<file path="config.mk">
export PLATFORM = sky130hd
export DESIGN_NAME = motor_subsys
export DESIGN_NICKNAME = d
export VERILOG_FILES = /design/src/logic/motor_pkg.sv /design/src/logic/drive_uart_tx.sv /design/src/logic/motor_regs.sv /design/src/logic/motor_subsys.sv /design/src/logic/servo_pwm.sv /design/src/logic/spi_target.sv
export SDC_FILE = /design/constraint.sdc
export NUM_CORES = 1
export LEC_CHECK = 0
export ABC_AREA = 1
export BUFFER_PORTS_ARGS = -buffer_cell sky130_fd_sc_hd__buf_2
export CAP_MARGIN = 20
export CORE_MARGIN = 10
export CORE_UTILIZATION = 40
export CTS_BUF_LIST = sky130_fd_sc_hd__clkbuf_16
export DETAILED_ROUTE_END_ITERATION = 12
export PLACE_DENSITY_LB_ADDON = 0.08
export SLEW_MARGIN = 15
export SYNTH_ARGS = -nofsm -noshare
export SYNTH_HDL_FRONTEND = slang
export SYNTH_SLANG_ARGS = --single-unit
</file>
<file path="constraint.sdc">
create_clock -name clock -period 2.5 [get_ports clock]
set_input_delay 0.25 -clock clock [delete_from_list [all_inputs] [get_ports clock]]
set_output_delay 0.25 -clock clock [all_outputs]
set_load 0.03 [all_outputs]
</file>
<file path="src/logic/motor_pkg.sv">
/*
 * Shared register map, timing constants and bus types for the motor datapath.
 * Every RTL block takes what it needs from here by scoped name.
 */
package motor_pkg;

    ////////////////////////////////
    // Register map
    ////////////////////////////////
    localparam int ADDR_W     = 6;      // Register address width
    localparam int DATA_W     = 8;      // Register data width
    localparam int NUM_MOTORS = 4;      // Drive motors, also servo count
    localparam int DRIVE_BASE = 0;      // Drive commands at 0..3
    localparam int SERVO_BASE = 4;      // Servo positions at 4..7

    ////////////////////////////////
    // Output timing
    ////////////////////////////////
    localparam int BAUD_DIV        = 8;    // Clocks per UART bit
    localparam int UART_FRAME_BITS = 10;   // Start, 8 data, stop
    localparam int PWM_PERIOD      = 256;  // Clocks per servo period

    ////////////////////////////////
    // Bus types
    ////////////////////////////////
    // Drive command byte, as the motor controller expects it on the UART
    typedef struct packed {
        logic       brake;              // Brake request
        logic       enable;             // Motor enable
        logic       direction;          // Rotation direction
        logic [4:0] speed;              // Speed magnitude
    } drive_cmd_t;

    // Register access from the SPI target
    typedef struct packed {
        logic              write_en;    // One-cycle write strobe
        logic              read_en;     // One-cycle read strobe
        logic [ADDR_W-1:0] address;     // Register address
        logic [DATA_W-1:0] wr_data;     // Write payload
    } reg_req_t;

endpackage

</file>
<file path="src/logic/drive_uart_tx.sv">
/*
 * 8N1 UART transmitter for one drive motor.
 * Sends the current command byte back to back, latched at each start bit.
 */
module drive_uart_tx (
    input  logic                  clock,    // System clock
    input  logic                  arst_n,   // Async reset, active low
    input  motor_pkg::drive_cmd_t cmd,      // Command byte to repeat
    output logic                  uart_tx   // Serial line, idle high
);

    localparam int BAUD_W = $clog2(motor_pkg::BAUD_DIV);

    logic [BAUD_W-1:0]            baud_cnt;  // Clocks within a bit
    logic [3:0]                   bit_idx;   // 0 start, 1..8 data, 9 stop
    logic [motor_pkg::DATA_W-1:0] shifter;   // Remaining data bits
    logic                         bit_end;   // Last clock of a bit
    logic                         frame_end; // Last clock of the stop bit

    assign bit_end   = (baud_cnt == BAUD_W'(motor_pkg::BAUD_DIV - 1));
    assign frame_end = bit_end &&
                       (bit_idx == 4'(motor_pkg::UART_FRAME_BITS - 1));

    ////////////////////////////////
    // Bit timing
    ////////////////////////////////
    // Reset parks at the end of a stop bit so the first frame starts at once
    always_ff @(posedge clock or negedge arst_n) begin
        if (!arst_n) begin
            baud_cnt <= BAUD_W'(motor_pkg::BAUD_DIV - 1);
            bit_idx  <= 4'(motor_pkg::UART_FRAME_BITS - 1);
            uart_tx  <= 1'b1;                       // Line idle
        end else if (bit_end) begin
            baud_cnt <= '0;
            if (frame_end) begin
                bit_idx <= '0;
                uart_tx <= 1'b0;                    // Start bit
            end else begin
                bit_idx <= bit_idx + 4'd1;
                uart_tx <= shifter[0];              // LSB first, then stop
            end
        end else begin
            baud_cnt <= baud_cnt + BAUD_W'(1);
        end
    end

    ////////////////////////////////
    // Data shifter
    ////////////////////////////////
    always_ff @(posedge clock) begin
        if (frame_end) begin
            shifter <= cmd;                         // Frame content frozen here
        end else if (bit_end) begin
            shifter <= {1'b1, shifter[7:1]};        // Ones fill in the stop bit
        end
    end

endmodule

</file>
<file path="src/logic/motor_regs.sv">
/*
 * Register file behind the SPI target.
 * Holds the four drive commands and the four servo positions.
 */
module motor_regs (
    input  logic                                               clock,     // System clock
    input  logic                                               arst_n,    // Async reset
    input  motor_pkg::reg_req_t                                req,       // From SPI target
    output logic [motor_pkg::DATA_W-1:0]                       rd_data,   // Registered read
    output motor_pkg::drive_cmd_t [motor_pkg::NUM_MOTORS-1:0]  drive_cmd, // To UARTs
    output logic [motor_pkg::NUM_MOTORS-1:0][motor_pkg::DATA_W-1:0] servo_pos // To PWMs
);

    logic [motor_pkg::DATA_W-1:0] rd_mux;           // Combinational readback

    ////////////////////////////////
    // Write decode
    ////////////////////////////////
    always_ff @(posedge clock or negedge arst_n) begin
        if (!arst_n) begin
            drive_cmd <= '0;
            servo_pos <= '0;
        end else if (req.write_en) begin
            for (int i = 0; i < motor_pkg::NUM_MOTORS; i++) begin
                if (req.address == motor_pkg::ADDR_W'(motor_pkg::DRIVE_BASE + i)) begin
                    drive_cmd[i] <= motor_pkg::drive_cmd_t'(req.wr_data);
                end
                if (req.address == motor_pkg::ADDR_W'(motor_pkg::SERVO_BASE + i)) begin
                    servo_pos[i] <= req.wr_data;
                end
            end
            // Addresses 8..63 fall through untouched
        end
    end

    ////////////////////////////////
    // Read mux
    ////////////////////////////////
    always_comb begin
        rd_mux = '0;                                // Unmapped reads as zero
        for (int i = 0; i < motor_pkg::NUM_MOTORS; i++) begin
            if (req.address == motor_pkg::ADDR_W'(motor_pkg::DRIVE_BASE + i)) begin
                rd_mux = drive_cmd[i];
            end
            if (req.address == motor_pkg::ADDR_W'(motor_pkg::SERVO_BASE + i)) begin
                rd_mux = servo_pos[i];
            end
        end
    end

    // One cycle after read_en, SPI target picks it up the cycle after
    always_ff @(posedge clock) begin
        if (req.read_en) begin
            rd_data <= rd_mux;
        end
    end

endmodule

</file>
<file path="src/logic/motor_subsys.sv">
/*
 * Motor control top level: SPI register access driving four drive UARTs
 * and four arm servo PWMs.
 */
module motor_subsys (
    input  logic       clock,       // System clock
    input  logic       arst_n,      // Async reset, active low
    input  logic       spi_clock,   // Host SPI clock
    input  logic       cs_n,        // Host chip select
    input  logic       mosi,        // Host data in
    output logic       miso,        // Host data out
    output logic [3:0] sd_uart,     // Swerve drive UART lines
    output logic [3:0] servo_pwm    // Arm servo PWM waves
);

    motor_pkg::reg_req_t                                       req;
    logic [motor_pkg::DATA_W-1:0]                              rd_data;
    motor_pkg::drive_cmd_t [motor_pkg::NUM_MOTORS-1:0]         drive_cmd;
    logic [motor_pkg::NUM_MOTORS-1:0][motor_pkg::DATA_W-1:0]   servo_pos;

    ////////////////////////////////
    // Host access
    ////////////////////////////////
    spi_target u_spi (
        .clock     (clock),
        .arst_n    (arst_n),
        .spi_clock (spi_clock),
        .cs_n      (cs_n),
        .mosi      (mosi),
        .rd_data   (rd_data),
        .miso      (miso),
        .req       (req)
    );

    motor_regs u_regs (
        .clock     (clock),
        .arst_n    (arst_n),
        .req       (req),
        .rd_data   (rd_data),
        .drive_cmd (drive_cmd),
        .servo_pos (servo_pos)
    );

    ////////////////////////////////
    // Motor outputs
    ////////////////////////////////
    for (genvar i = 0; i < motor_pkg::NUM_MOTORS; i++) begin : gen_drive
        drive_uart_tx u_uart (
            .clock   (clock),
            .arst_n  (arst_n),
            .cmd     (drive_cmd[i]),
            .uart_tx (sd_uart[i])
        );
    end

    for (genvar i = 0; i < motor_pkg::NUM_MOTORS; i++) begin : gen_servo
        servo_pwm u_pwm (
            .clock    (clock),
            .arst_n   (arst_n),
            .position (servo_pos[i]),
            .pwm      (servo_pwm[i])
        );
    end

endmodule

</file>
<file path="src/logic/servo_pwm.sv">
/*
 * Single servo PWM, 256 clocks per period.
 * High for the first position clocks, position takes effect at the wrap.
 */
module servo_pwm (
    input  logic                         clock,     // System clock
    input  logic                         arst_n,    // Async reset, active low
    input  logic [motor_pkg::DATA_W-1:0] position,  // High time in clocks
    output logic                         pwm        // Servo drive
);

    localparam int CNT_W = $clog2(motor_pkg::PWM_PERIOD);

    logic [CNT_W-1:0]             cnt;          // Free-running period count
    logic [CNT_W-1:0]             cnt_nxt;
    logic [motor_pkg::DATA_W-1:0] shadow;       // Position for this period
    logic [motor_pkg::DATA_W-1:0] shadow_nxt;

    always_comb begin
        cnt_nxt    = cnt + CNT_W'(1);           // Natural 8-bit wrap
        shadow_nxt = (cnt == CNT_W'(motor_pkg::PWM_PERIOD - 1)) ? position : shadow;
    end

    // Output registered against the next count, no compare glitches
    always_ff @(posedge clock or negedge arst_n) begin
        if (!arst_n) begin
            cnt    <= '0;
            shadow <= '0;
            pwm    <= 1'b0;
        end else begin
            cnt    <= cnt_nxt;
            shadow <= shadow_nxt;
            pwm    <= (cnt_nxt < shadow_nxt);
        end
    end

endmodule

</file>
<file path="src/logic/spi_target.sv">
/*
 * SPI mode 0 target, oversampled in the system clock domain.
 * Turns 16-bit host transfers into register read and write strobes.
 */
module spi_target (
    input  logic                        clock,      // System clock
    input  logic                        arst_n,     // Async reset, active low
    input  logic                        spi_clock,  // Host SPI clock
    input  logic                        cs_n,       // Chip select, active low
    input  logic                        mosi,       // Host data in
    input  logic [motor_pkg::DATA_W-1:0] rd_data,   // Registered read data
    output logic                        miso,       // Target data out
    output motor_pkg::reg_req_t         req         // Register request
);

    logic [2:0]                      sclk_sync;     // Sync pair plus edge history
    logic [1:0]                      cs_sync;       // Chip select sync
    logic [1:0]                      mosi_sync;     // Data sync
    logic                            sclk_rise;     // Synced rising edge
    logic                            sclk_fall;     // Synced falling edge
    logic                            cs_active;     // Transfer in progress
    logic [3:0]                      bit_cnt;       // Rising edges this transfer
    logic [2*motor_pkg::DATA_W-1:0]  shift_in;      // Incoming word
    logic [motor_pkg::DATA_W-1:0]    shift_out;     // Outgoing read data
    logic                            write_en_q;
    logic                            read_en_q;
    logic                            load_out;      // rd_data valid next edge
    logic [motor_pkg::ADDR_W-1:0]    addr_q;
    logic [motor_pkg::DATA_W-1:0]    wdata_q;

    assign sclk_rise = sclk_sync[1] & ~sclk_sync[2];
    assign sclk_fall = ~sclk_sync[1] & sclk_sync[2];
    assign cs_active = ~cs_sync[1];

    ////////////////////////////////
    // Synchronizers
    ////////////////////////////////
    always_ff @(posedge clock or negedge arst_n) begin
        if (!arst_n) begin
            sclk_sync <= '0;
            cs_sync   <= 2'b11;                     // Idle deselected
            mosi_sync <= '0;
        end else begin
            sclk_sync <= {sclk_sync[1:0], spi_clock};
            cs_sync   <= {cs_sync[0], cs_n};
            mosi_sync <= {mosi_sync[0], mosi};
        end
    end

    ////////////////////////////////
    // Receive side and strobes
    ////////////////////////////////
    always_ff @(posedge clock or negedge arst_n) begin
        if (!arst_n) begin
            bit_cnt    <= '0;
            write_en_q <= 1'b0;
            read_en_q  <= 1'b0;
            load_out   <= 1'b0;
        end else begin
            write_en_q <= 1'b0;                     // Strobes default low
            read_en_q  <= 1'b0;
            load_out   <= read_en_q;                // regs answer one cycle later
            if (!cs_active) begin
                bit_cnt <= '0;                      // Deselect restarts framing
            end else if (sclk_rise) begin
                bit_cnt    <= bit_cnt + 4'd1;       // Wraps after 16 bits
                read_en_q  <= (bit_cnt == 4'd7) & ~shift_in[6];   // Bit 15 low
                write_en_q <= (bit_cnt == 4'd15) & shift_in[14];  // Bit 15 high
            end
        end
    end

    // Shift data, capture address and payload
    always_ff @(posedge clock) begin
        if (cs_active && sclk_rise) begin
            shift_in <= {shift_in[14:0], mosi_sync[1]};
            if (bit_cnt == 4'd7) begin
                addr_q <= {shift_in[4:0], mosi_sync[1]};   // Bits 13..8
            end
            if (bit_cnt == 4'd15) begin
                wdata_q <= {shift_in[6:0], mosi_sync[1]};  // Bits 7..0
            end
        end
    end

    ////////////////////////////////
    // Transmit side
    ////////////////////////////////
    always_ff @(posedge clock or negedge arst_n) begin
        if (!arst_n) begin
            miso      <= 1'b0;
            shift_out <= '0;
        end else if (!cs_active) begin
            miso      <= 1'b0;
            shift_out <= '0;                        // Writes shift out zeros
        end else if (load_out) begin
            shift_out <= rd_data;
        end else if (sclk_fall && bit_cnt[3]) begin // Data phase, bits 7..0
            miso      <= shift_out[7];
            shift_out <= {shift_out[6:0], 1'b0};
        end
    end

    assign req = '{write_en: write_en_q,
                   read_en:  read_en_q,
                   address:  addr_q,
                   wr_data:  wdata_q};

endmodule

</file>
Word level (Yosys, flattened, before mapping)

Index checks and enable logic that the tools add are counted.

Register bits: 256
Input port bits: 5
Output and inout bits: 9
Logic and storage cells: 177

$add $sub $neg: 13
Order comparisons: 4
Equality and inequality tests: 22
Mux-type cells: 44
Bitwise operators: 8
Reduce and logical (&&, ||, !) cells: 25

Operators with widths:

| kind                                                   | count |
|---|---|
| two-way mux 8 bit                                      | 23 |
| adder 8 x 1 -> 8 bit (second input constant)           | 4 |
| == test 8 bit (second input constant)                  | 4 |
| less-than comparator 8 bit                             | 4 |
| == test 6 x 3 -> 1 bit (second input constant)         | 4 |
| two-way mux 4 bit                                      | 6 |
| AND reduction 2 bit                                    | 11 |
| adder 4 x 1 -> 4 bit (second input constant)           | 5 |
| == test 4 bit (second input constant)                  | 5 |
| adder 3 x 1 -> 3 bit (second input constant)           | 4 |
| == test 3 bit (second input constant)                  | 4 |
| == test 6 x 2 -> 1 bit (second input constant)         | 2 |
| two-way mux 3 bit                                      | 4 |
| nonzero test 2 bit                                     | 6 |
| two-way mux 1 bit                                      | 11 |
| == test 6 x 1 -> 1 bit (second input constant)         | 1 |
| logical AND 1 bit                                      | 6 |
| logical NOT 6 bit                                      | 1 |
| AND 1 bit                                              | 4 |
| == test 4 x 3 -> 1 bit (second input constant)         | 1 |
| inverter 1 bit                                         | 4 |
| nonzero test 3 bit                                     | 1 |
| inequality test 2 x 1 -> 1 bit (second input constant) | 1 |

Longest topological paths before layout

Gate-level depths: netlist (run 1).

Depth in word-level cells: 9
Gate-level depth with buffers: 14
Mapped depth without buffers: 13

Cells and area by module

Synthesis (run 1) repeated with hierarchy kept, for this count alone.

Cells, all modules: 1170
Area, all modules: 11861.4 µm²

By module, submodules not included:

| module        | instances | cells each | area each (µm²) | seq. area each (µm²) |
|---|---|---|---|---|
| motor_regs    | 1         | 368        | 3515.9          | 1841.8 |
| servo_pwm     | 4         | 94         | 874.6           | 425.4 |
| drive_uart_tx | 4         | 73         | 735.7           | 447.9 |
| spi_target    | 1         | 134        | 1904.3          | 1448.9 |

Least setup slack after synthesis (run 1)

No wires, ideal clock.

Path kind: register -> register
From: reg u_spi.sclk_sync[2]
To: reg u_spi.addr_q[0] in the netlist's numbering, enable pin
Setup time: 0.377 ns
Data arrival time: 1.721 ns
Data required time: 2.123 ns
Setup slack: 0.402 ns
Stages on the path, launching flop included: 6
Buffers on the path: 0
Period minus slack after synthesis: 2.098 ns
Cell sequence: dfrtp_1 -> nor2_1 -> inv_1 -> nor2_2 -> inv_1 -> nor3_1

Word-level cells in the longest chain between the ends: 4

RTL lines:

| what                          | line             | RTL |
|---|---|---|
| start: declaration            | spi_target.sv:16 | `logic [2:0] sclk_sync;` |
| start signal: assignment      | spi_target.sv:44 | `sclk_sync <= {sclk_sync[1:0], spi_clock};` |
| inverter 1 bit                | spi_target.sv:31 | `assign sclk_rise = sclk_sync[1] & ~sclk_sync[2];` |
| AND 1 bit                     | spi_target.sv:31 |  |
| logical AND 1 bit             | spi_target.sv:75 | `if (cs_active && sclk_rise) begin` |
| AND reduction 2 bit (no line) | --               |  |
| end signal: assignment        | spi_target.sv:78 | `addr_q <= {shift_in[4:0], mosi_sync[1]};` |
| end: declaration              | spi_target.sv:28 | `logic [motor_pkg::ADDR_W-1:0] addr_q;` |

No other way between the ends.
A chain may end at the register's enable or synchronous reset.

Worst setup path after layout (run 1)

From: reg gen_servo[3].u_pwm.cnt[0]
To: reg gen_servo[3].u_pwm.pwm

Word-level cells in the longest chain between the ends: 3
Elaborated cells on any way between the ends: 4
Those cells by class: 1 x add/sub; 1 x order compare; 1 x eq/ne; 1 x mux

RTL lines:

| what                                        | line            | RTL |
|---|---|---|
| start: declaration                          | servo_pwm.sv:14 | `logic [CNT_W-1:0] cnt;` |
| start signal: assignment                    | servo_pwm.sv:31 | `cnt <= cnt_nxt;` |
| == test 8 bit                               | servo_pwm.sv:21 | `shadow_nxt = (cnt == CNT_W'(motor_pkg::PWM_PERIOD - 1)) ? position : shadow;` |
| two-way mux 8 bit                           | servo_pwm.sv:21 |  |
| via gen_servo[3].u_pwm.shadow_nxt (one bit) | servo_pwm.sv:17 | `logic [motor_pkg::DATA_W-1:0] shadow_nxt;` |
| less-than comparator 8 bit                  | servo_pwm.sv:33 | `pwm <= (cnt_nxt < shadow_nxt);` |
| end signal: assignment                      | servo_pwm.sv:33 |  |
| end: declaration                            | servo_pwm.sv:9  | `output logic pwm` |

The timed path passes the listed nets, and every way through them passes these cells.

==> results of run 1 <==
[cells by family after synthesis]
| logic type | share of synthesized area, % |
|---|---|
| compound gates | 9.289 |
| xor+xnor | 1.847 |
| fa+ha+maj | 5.386 |
| buf+inv | 6.837 |
| flops | 59.60 |
| simple gates | 17.04 |
[critical path: stages (launching register included)]
cell and delay [ns]:
dfrtp_1 0.39, ha_1 0.19, nand2_1 0.07, nor2_2 0.19, nand2_2 0.23, o21ai_1 0.29
inv_2 0.05, ha_1 0.27, nand2_1 0.07, nand2_1 0.05, nand2_1 0.05, nand2_1 0.05
a21oi_1 0.11
[placed cells by master, fill, tap and decap left out, types with 4 or more instances in the layout]
master         Yosys  layout
o22ai_1            7       7
bufinv_16          0       9
clkbuf_16          0      29
a21oi_1           39      39
buf_4              8      15
ha_1              49      49
and2_1             5       5
nand3_1           37      37
dfrtp_1          161     161
nand2_4            5       5
xnor2_1            9       9
o31ai_1            5       5
buf_2             16      12
nand4_1           14      14
nor2_2            10      10
nand2_2           15      15
nor2_4             8       8
inv_2             17      17
or2_2              4       4
nand2_1          291     291
xor2_1            15      15
inv_1            130     131
nor2_1            40      40
o21ai_2           37      37
clkinv_1           0       4
clkinv_2           0       5
nor3_1             5       5
dlygate4sd3_1      0       4
dfstp_2           26      26
o21ai_0           33      33
edfxtp_1          69      69
o21ai_1           57      57
[layout make-up]
cell class | count | share of cell area (%)
Inverter | 147 | 4.256
Timing Repair Buffer | 34 | 2.055
Clock inverter | 23 | 2.663
Multi-Input combinational cell | 690 | 29.46
Tap cell | 378 | 3.648
Sequential cell | 256 | 52.32
Clock buffer | 29 | 5.597
[routing by layer]
| metal | share of wire, % | vias to the layer above |
|---|---|---|
| met3 | 3.7 | 33 |
| met2 | 44 | 81 |
| li1 | - | 3724 |
| met5 | 0 | - |
| met4 | 2.1 | 0 |
| met1 | 50 | 3387 |
[power breakdown]
group	internal (mW)	switching (mW)	total (mW)	leakage, nW
combinational	0.0247	0.0847	0.109	2.58
clock	3.03	1.71	4.73	0.520
sequential	4.30	0.00862	4.31	2.97
total	7.36	1.80	9.16	6.07
[through the flow]
| stage | utilization, % | area [µm²] |
|---|---|---|
| after detailed placement | 42.44 | 11860 |
| after CTS | 46.42 | 12970 |
| final | 46.42 | 12970 |
| after global routing | 46.42 | 12970 |
| after global placement | 42.44 | 11860 |
| after floorplan | - | 11380 |
[registers in the layout (all words and copies together), names as in the netlist, 12 cells and up]
signal,flops
u_regs.drive_cmd,32
u_regs.servo_pos,32
gen_drive.u_uart.bit_idx,16
gen_servo.u_pwm.shadow,32
gen_drive.u_uart.shifter,32
gen_drive.u_uart.baud_cnt,12
gen_servo.u_pwm.cnt,32
u_spi.shift_in,15
[how the worst max path moves through the flow]
stage | start | endpoint
2_1_floorplan | u_spi.sclk_sync[2]$_DFF_PN0_ | u_spi.addr_q[0]$_DFFE_PP_
3_5_place_dp | gen_servo[0].u_pwm.cnt[0]$_DFF_PN0_ | gen_servo[0].u_pwm.pwm$_DFF_PN0_
5_1_grt | gen_servo[3].u_pwm.cnt[0]$_DFF_PN0_ | gen_servo[3].u_pwm.pwm$_DFF_PN0_
6_report | gen_servo[3].u_pwm.cnt[0]$_DFF_PN0_ | gen_servo[3].u_pwm.pwm$_DFF_PN0_
3_3_place_gp | gen_servo[3].u_pwm.cnt[0]$_DFF_PN0_ | gen_servo[3].u_pwm.pwm$_DFF_PN0_
4_1_cts | gen_servo[0].u_pwm.cnt[0]$_DFF_PN0_ | gen_servo[0].u_pwm.pwm$_DFF_PN0_
==> run summary, run 1 <==
status: completed
Routed Antenna Nets: 0
DR pass1 iterations: 4
Post-synth EDFFs: 69
Async SR Flop Fraction: 73.05%
RSZ-0062 raised after global routing: false
R2R cell count: 12
# clock sinks: 256
Yosys warning count: 0
clock latency at the later pin of the worst-skew pair: 0.54 ns
Via density: 4.640
total grt overflow: 0
most used routing layer: met2
H-tree level count: 1
drt wl/cell: 14.38 µm
CTS tree: done
number of core rows: 61
area of the multi-input gates: 0.003820 mm²
Core ar.: 0.02793 mm²
syn_area_per_cell: 10.07 µm²
r2r setup slk: 0.43 ns
Inserted Diodes: 0
Hold Buf Count CTS: 4
root buf cell: clkbuf_16
Chip Height: 188.7 µm
final net count: 1211
vias in the first global route: 7306
Worst Path Required: 2.96 ns
first-pass GRT wire length: 38570 µm
clk slew on worst S/H paths: 0.06 ns
Die Width: 188.7 µm
RR Endpoint: gen_servo[3].u_pwm.pwm$_DFF_PN0_
io pins: 14
DRC: 0
dominant cell type by area after synthesis: dfrtp_1
Layout Cells excl Fill: 1557
Routability Congestion: 0.7517
GRT met1 Usage: 18.61%
vias post-DR: 7225
Worst Setup End Kind: flop
die area: 0.03560 mm²
HP Class: primary input to asynchronous set/reset pin
Cells after Synth: 1130
initial antenna violation count: 0
Post-synth top cells: nand2_1, dfrtp_1, inv_1
pin count of the biggest net entering global routing: 52
Seq/Total Area, Yosys: 59.60%
reg2reg start: gen_servo[3].u_pwm.cnt[0]$_DFF_PN0_
number of post-CTS setup repair buffers: 0
drt total wl: 22390 µm
# fillers: 2685
PwrDens: 706.3 mW/mm²
Max Cap Violations: 0
crit start category: flop
Synth cell types: 34
Pwr Total: 9.158 mW
Static Leakage: 6.066 nW
Bufs on Longest Clock Path: 3
setup ws final: 0.4256 ns
final hold slack: 0.2522 ns
1st-iter DRT viols: 441
Fin. Hold Viols: 0
dpl cells: 1501
synth-to-layout area growth: 13.92%
setup tns final: 0 ns
Area contributors post-synth: dfrtp_1, edfxtp_1, nand2_1
Slew @ Worst Pin: 0.7343 ns
share of cells above drive strength 1: 17.05%
CP arrival: 2.54 ns
total track usage: 13.13%
top-area cell type share of the netlist area: 35.40%
Setup violations, final: 0
Initial Util: 40.75%
Worst Skew: 0.01285 ns
worst slack, placed: 0.3992 ns
cts bufs inserted: 28
Slew headroom: 50.78%
max-slew violations: 0
area of the mapped netlist: 0.01138 mm²
most common cell in the synthesized netlist: nand2_1
Peak VDD IR: 0.4867 mV
IO buf count: 13
FF+latch count, synth: 256
final cycle utilization of the critical path: 82.98%
global-route met3 utilization: 1.994%
FF+latch area: 0.006784 mm²
Fmax: 482.1 MHz
HPWL after DPL: 15320 µm
net count after synthesis: 1184
CP Max Fanout: 15
met2 Usage GRT: 20.51%
ys flop type: dfrtp_1
Crit Path Category: flop to flop
post_cts resized: 0
post-route minimum period: 2.074 ns
Note: power is estimated with default switching activity, not from simulation.
==> run 2, diff against run 1 <==
==> constraint.sdc (replaced) <==
create_clock -name clock -period 1.8 [get_ports clock]
set_input_delay 0.18 -clock clock [delete_from_list [all_inputs] [get_ports clock]]
set_output_delay 0.18 -clock clock [all_outputs]
set_load 0.03 [all_outputs]
==> run 2 against run 1 <==
The flow now finishes with violations (negative setup slack); non-clock buffer count increased by 50; critical path depth fell by 1; utilization is 2.2 points higher; largest power group is now sequential cells.
==> run summary, run 2 (same netlist as run 1, synthesis figures left out) <==
critical path's top delay family: adder cells
R2R cell count: 11
Initial Util: 40.75%
Fin. Hold Viols: 0
max-slew violations: 0
Static Leakage: 6.384 nW
fin util: 48.62%
failing checks: negative setup slack
Cell Area, Placed: 0.01223 mm²
final hold slack: 0.1774 ns
synth-to-layout area growth: 19.34%
number of core rows: 61
Die Width: 188.7 µm
RR Endpoint: gen_servo[1].u_pwm.pwm$_DFF_PN0_
Peak VDD IR: 0.6480 mV
final cycle utilization of the critical path: 103.0%
RSZ-0062 raised after global routing: true
Routed Antenna Nets: 0
Chip Height: 188.7 µm
Comb power frac: 1.4%
Slew @ Worst Pin: 0.6592 ns
total grt overflow: 0
Layout Cells excl Fill: 1611
H-tree level count: 1
io pins: 14
Core ar.: 0.02793 mm²
drt wl/cell: 14.36 µm
Critical path buffers and inverters: 3
final net count: 1265
clk slew on worst S/H paths: 0.06 ns
Routability Congestion: 0.7678
DR pass1 iterations: 5
CP max-delay cell: dfrtp_1
# clock sinks: 256
Worst Skew: 0.005816 ns
Bufs on Longest Clock Path: 3
status: complete, but fails checks
clock latency at the later pin of the worst-skew pair: 0.54 ns
Worst Setup End Kind: flop
DRC: 0
Crit path depth: 11
total track usage: 13.16%
worst slack, placed: -0.09360 ns
switching share of power: 20.81%
pin count of the biggest net entering global routing: 50
crit start category: flop
worst-path cell chain: ha_2, nand2_2, nor2_4, buf_6, buf_4, xnor2_1, inv_1, ha_1, nand2_1, nor2_2, a21oi_2
Via density: 4.592
drt total wl: 23130 µm
Setup violations, final: 2
CP Max Fanout: 4
Crit Path Category: flop to flop
post-route design area: 0.01358 mm²
initial antenna violation count: 0
vias in the first global route: 7260
cts bufs inserted: 29
share of cells above drive strength 1: 24.82%
PwrDens: 871.0 mW/mm²
CP Capture Point: gen_servo[1].u_pwm.pwm$_DFF_PN0_
clock network power share: 48.0%
Worst Path Required: 2.23 ns
HPWL after DPL: 15680 µm
die area: 0.03560 mm²
Pwr Total: 11.83 mW
HP Class: primary input to asynchronous set/reset pin
dpl cells: 1541
1st-iter DRT viols: 497
vias post-DR: 7398
root buf cell: clkbuf_16
CP arrival: 2.28 ns
Reg power frac: 50.7%
sw power: 2.462 mW
Pint: 9.369 mW
Fmax: 539.1 MHz
setup ws final: -0.05483 ns
post-route minimum period: 1.855 ns
Slew headroom: 56.01%
CP max stage delay: 0.35 ns
reg2reg start: gen_servo[1].u_pwm.cnt[1]$_DFF_PN0_
setup tns final: -0.1095 ns
Max Cap Violations: 0
IO buf count: 13
r2r setup slk: -0.05 ns
first-pass GRT wire length: 38620 µm
most common cell after layout, fill and taps aside: nand2_1
Inserted Diodes: 0
CP Launch Point: gen_servo[1].u_pwm.cnt[1]$_DFF_PN0_
most frequent cells in the layout: nand2_1, dfrtp_1, inv_1
CTS tree: done
==> run 2: changes by cell type in the layout (fill, tap and decap cells not counted), moves of 10 or more <==
cell     delta
o21ai_2    +10
o21ai_1    -11
nand2_2    +11
buf_4      +43
ha_1       -10
nand2_1    -14
==> run 2: final cells by class <==
| class | instances | area, µm² |
|---|---|---|
| sequential | 256 | 6784 |
| timing repair buffer | 84 | 685.7 |
| fill | 2659 | 14350 |
| tap | 378 | 473.0 |
| inverter | 147 | 551.8 |
| clock buffer | 29 | 725.7 |
| multi-input combinational | 693 | 4169 |
| clock inverter | 24 | 193.9 |
==> run 2: worst min-delay path by stage <==
stage	from	endpoint	depth (start not counted)
CTS	arst_n	gen_drive[1].u_uart.bit_idx[2]$_DFFE_PN0P_	2
finish	arst_n	gen_drive[1].u_uart.bit_idx[2]$_DFFE_PN0P_	2
floorplan	arst_n	gen_drive[0].u_uart.bit_idx[1]$_DFFE_PN0P_	0
global route	arst_n	gen_drive[1].u_uart.bit_idx[2]$_DFFE_PN0P_	2
detailed placement	arst_n	gen_drive[1].u_uart.bit_idx[2]$_DFFE_PN0P_	1
global placement	arst_n	gen_drive[1].u_uart.bit_idx[2]$_DFFE_PN0P_	1
==> run 2: power by group through the flow <==
stage                     Sequential [mW]  Clock [mW]  Combinational, mW
after floorplan                      6.10           0             0.0266
after global placement               6.10           0              0.167
after detailed placement             6.10           0              0.165
after CTS                            5.99        5.85              0.173
after global routing                 5.99        6.08              0.189
final                                5.99        5.67              0.164
==> run 2: repair_timing <==
action / 4_1_cts / 5_1_grt
pin swaps: 7 / 28
setup buffers: 1 / 9
hold endpoints to repair: 103 / 0
cloned: 2 / 1
hold buffers: 4 / 0
resized for setup: 12 / 52
endpoints found under the setup margin: 6 / 23
==> run 2: per-layer routing <==
layer / wire (µm) / vias to the layer above / GRT usage (%)
li1: - / 3818 / -
met1: 11770 / 3471 / 18.74
met2: 10220 / 70 / 20.47
met3: 672 / 39 / 1.994
met4: 462 / 0 / 3.480
met5: 0 / - / 0
==> run 3, diff against run 2 <==
--- a/config.mk
+++ b/config.mk
@@ -9,7 +9,7 @@
 export BUFFER_PORTS_ARGS = -buffer_cell sky130_fd_sc_hd__buf_2
 export CAP_MARGIN = 20
 export CORE_MARGIN = 10
-export CORE_UTILIZATION = 40
+export CORE_UTILIZATION = 50
 export CTS_BUF_LIST = sky130_fd_sc_hd__clkbuf_16
 export DETAILED_ROUTE_END_ITERATION = 12
 export PLACE_DENSITY_LB_ADDON = 0.08
==> run 3 against run 2 <==
The run still ends with negative setup slack left; combinational power shrank 9%; clock skew grew 0.0067 ns; cell area shrank 1.9%; global-route usage grew 2.3 points; sequential power is essentially flat; final cell count shrank 7.0%; worst hold slack lost 0.035 ns; register-to-register slack gained 0.04 ns; flip-flop and latch count is the same; critical path depth shrank 1; largest cell class unchanged.
==> run summary, run 3 (same netlist as run 1, synthesis figures left out) <==
R2R cell count: 10
CP Max Fanout: 15
H-tree level count: 1
CTS tree: done
# clock sinks: 256
clk slew on worst S/H paths: 0.06 ns
Bufs on Longest Clock Path: 3
status: complete, but fails checks
Routability Congestion: 0.7684
die area: 0.02920 mm²
Cell Area, Placed: 0.01200 mm²
Die Width: 170.9 µm
RSZ-0062 raised after global routing: true
total track usage: 15.47%
setup tns final: -0.01694 ns
most common cell after layout, fill and taps aside: nand2_1
drt wl/cell: 14.75 µm
total grt overflow: 0
synth-to-layout area growth: 17.12%
CP arrival: 2.28 ns
crit start category: flop
number of core rows: 55
first-pass GRT wire length: 36870 µm
most frequent cells in the layout: nand2_1, dfrtp_1, inv_1
vias post-DR: 7506
post-route design area: 0.01333 mm²
Worst Skew: 0.01253 ns
DR pass1 iterations: 5
Max Cap Violations: 0
max-slew violations: 0
Worst Path Required: 2.27 ns
cts bufs inserted: 28
worst slack, placed: -0.1458 ns
clock latency at the later pin of the worst-skew pair: 0.54 ns
initial antenna violation count: 0
HPWL after DPL: 14730 µm
post-route minimum period: 1.817 ns
fin util: 59.24%
root buf cell: clkbuf_16
Initial Util: 50.58%
Chip Height: 170.9 µm
DRC: 0
r2r setup slk: -0.02 ns
Via density: 5.007
share of cells above drive strength 1: 23.39%
Fmax: 550.4 MHz
PwrDens: 907.3 mW/mm²
dpl cells: 1435
Layout Cells excl Fill: 1499
Worst Setup End Kind: flop
Pwr Total: 12.10 mW
Routed Antenna Nets: 0
Slew @ Worst Pin: 0.6187 ns
reg2reg start: gen_servo[0].u_pwm.cnt[1]$_DFF_PN0_
Peak VDD IR: 0.7020 mV
io pins: 14
setup ws final: -0.01694 ns
final net count: 1246
pin count of the biggest net entering global routing: 56
RR Endpoint: gen_servo[0].u_pwm.pwm$_DFF_PN0_
drt total wl: 22100 µm
Static Leakage: 6.320 nW
Setup violations, final: 1
Fin. Hold Viols: 0
Slew headroom: 58.71%
Core ar.: 0.02250 mm²
HP Class: primary input to asynchronous set/reset pin
vias in the first global route: 7218
1st-iter DRT viols: 532
Crit Path Category: flop to flop
final hold slack: 0.1420 ns
final cycle utilization of the critical path: 100.9%
Inserted Diodes: 0
failing checks: negative setup slack
IO buf count: 13
run 3: layer usage:
layer  GRT usage [%]  part of all wire [%]
met2           23.60                    45
met3           2.074                   2.6
met4           3.932                   2.1
met1           22.79                    50
met5               0                     0
run 3: power by group:
part / leakage [nW] / internal, mW / switching, mW / total [mW]
registers: 2.97 / 5.98 / 0.0126 / 5.99
logic: 2.85 / 0.0334 / 0.116 / 0.149
clock network: 0.496 / 3.68 / 2.28 / 5.95
total: 6.32 / 9.69 / 2.40 / 12.1
run 3: how the worst max path moves through the flow:
stage	start	endpoint	slack (ns)	depth (start not counted)
2_1_floorplan	gen_servo[3].u_pwm.cnt[0]$_DFF_PN0_	gen_servo[3].u_pwm.pwm$_DFF_PN0_	0.0003	11
3_3_place_gp	gen_servo[3].u_pwm.cnt[1]$_DFF_PN0_	gen_servo[3].u_pwm.pwm$_DFF_PN0_	-0.04	10
3_5_place_dp	gen_servo[0].u_pwm.cnt[1]$_DFF_PN0_	gen_servo[0].u_pwm.pwm$_DFF_PN0_	-0.15	9
4_1_cts	gen_servo[0].u_pwm.cnt[1]$_DFF_PN0_	gen_servo[0].u_pwm.pwm$_DFF_PN0_	-0.04	11
5_1_grt	gen_servo[0].u_pwm.cnt[1]$_DFF_PN0_	gen_servo[0].u_pwm.pwm$_DFF_PN0_	-0.18	11
6_report	gen_servo[0].u_pwm.cnt[1]$_DFF_PN0_	gen_servo[0].u_pwm.pwm$_DFF_PN0_	-0.02	10
run 3: critical path: stages, from the launching register on:
cell and delay (ns):
dfrtp_1 0.36, ha_2 0.19, nand2_1 0.08, nor2_4 0.19, nand2_8 0.13, nand2_1 0.11, o21ai_2 0.06, ha_1 0.30
a21oi_1 0.14, o21ai_1 0.07, a21oi_1 0.11
run 3: cell type report:
class                           count  area [µm²]
Clock buffer                       28       700.7
Clock inverter                     24       267.8
Fill cell                        1910        9173
Inverter                          147       551.8
Multi-Input combinational cell    693        4159
Sequential cell                   256        6784
Tap cell                          285       356.6
Timing Repair Buffer               66       510.5
run 3: repair_timing:
action,CTS,global route
pin swaps,4,16
setup endpoints to repair,4,10
endpoints found under the hold margin,153,0
gates resized for setup,13,46
buffers inserted,2,3
cloned,0,3
hold buffers,4,0
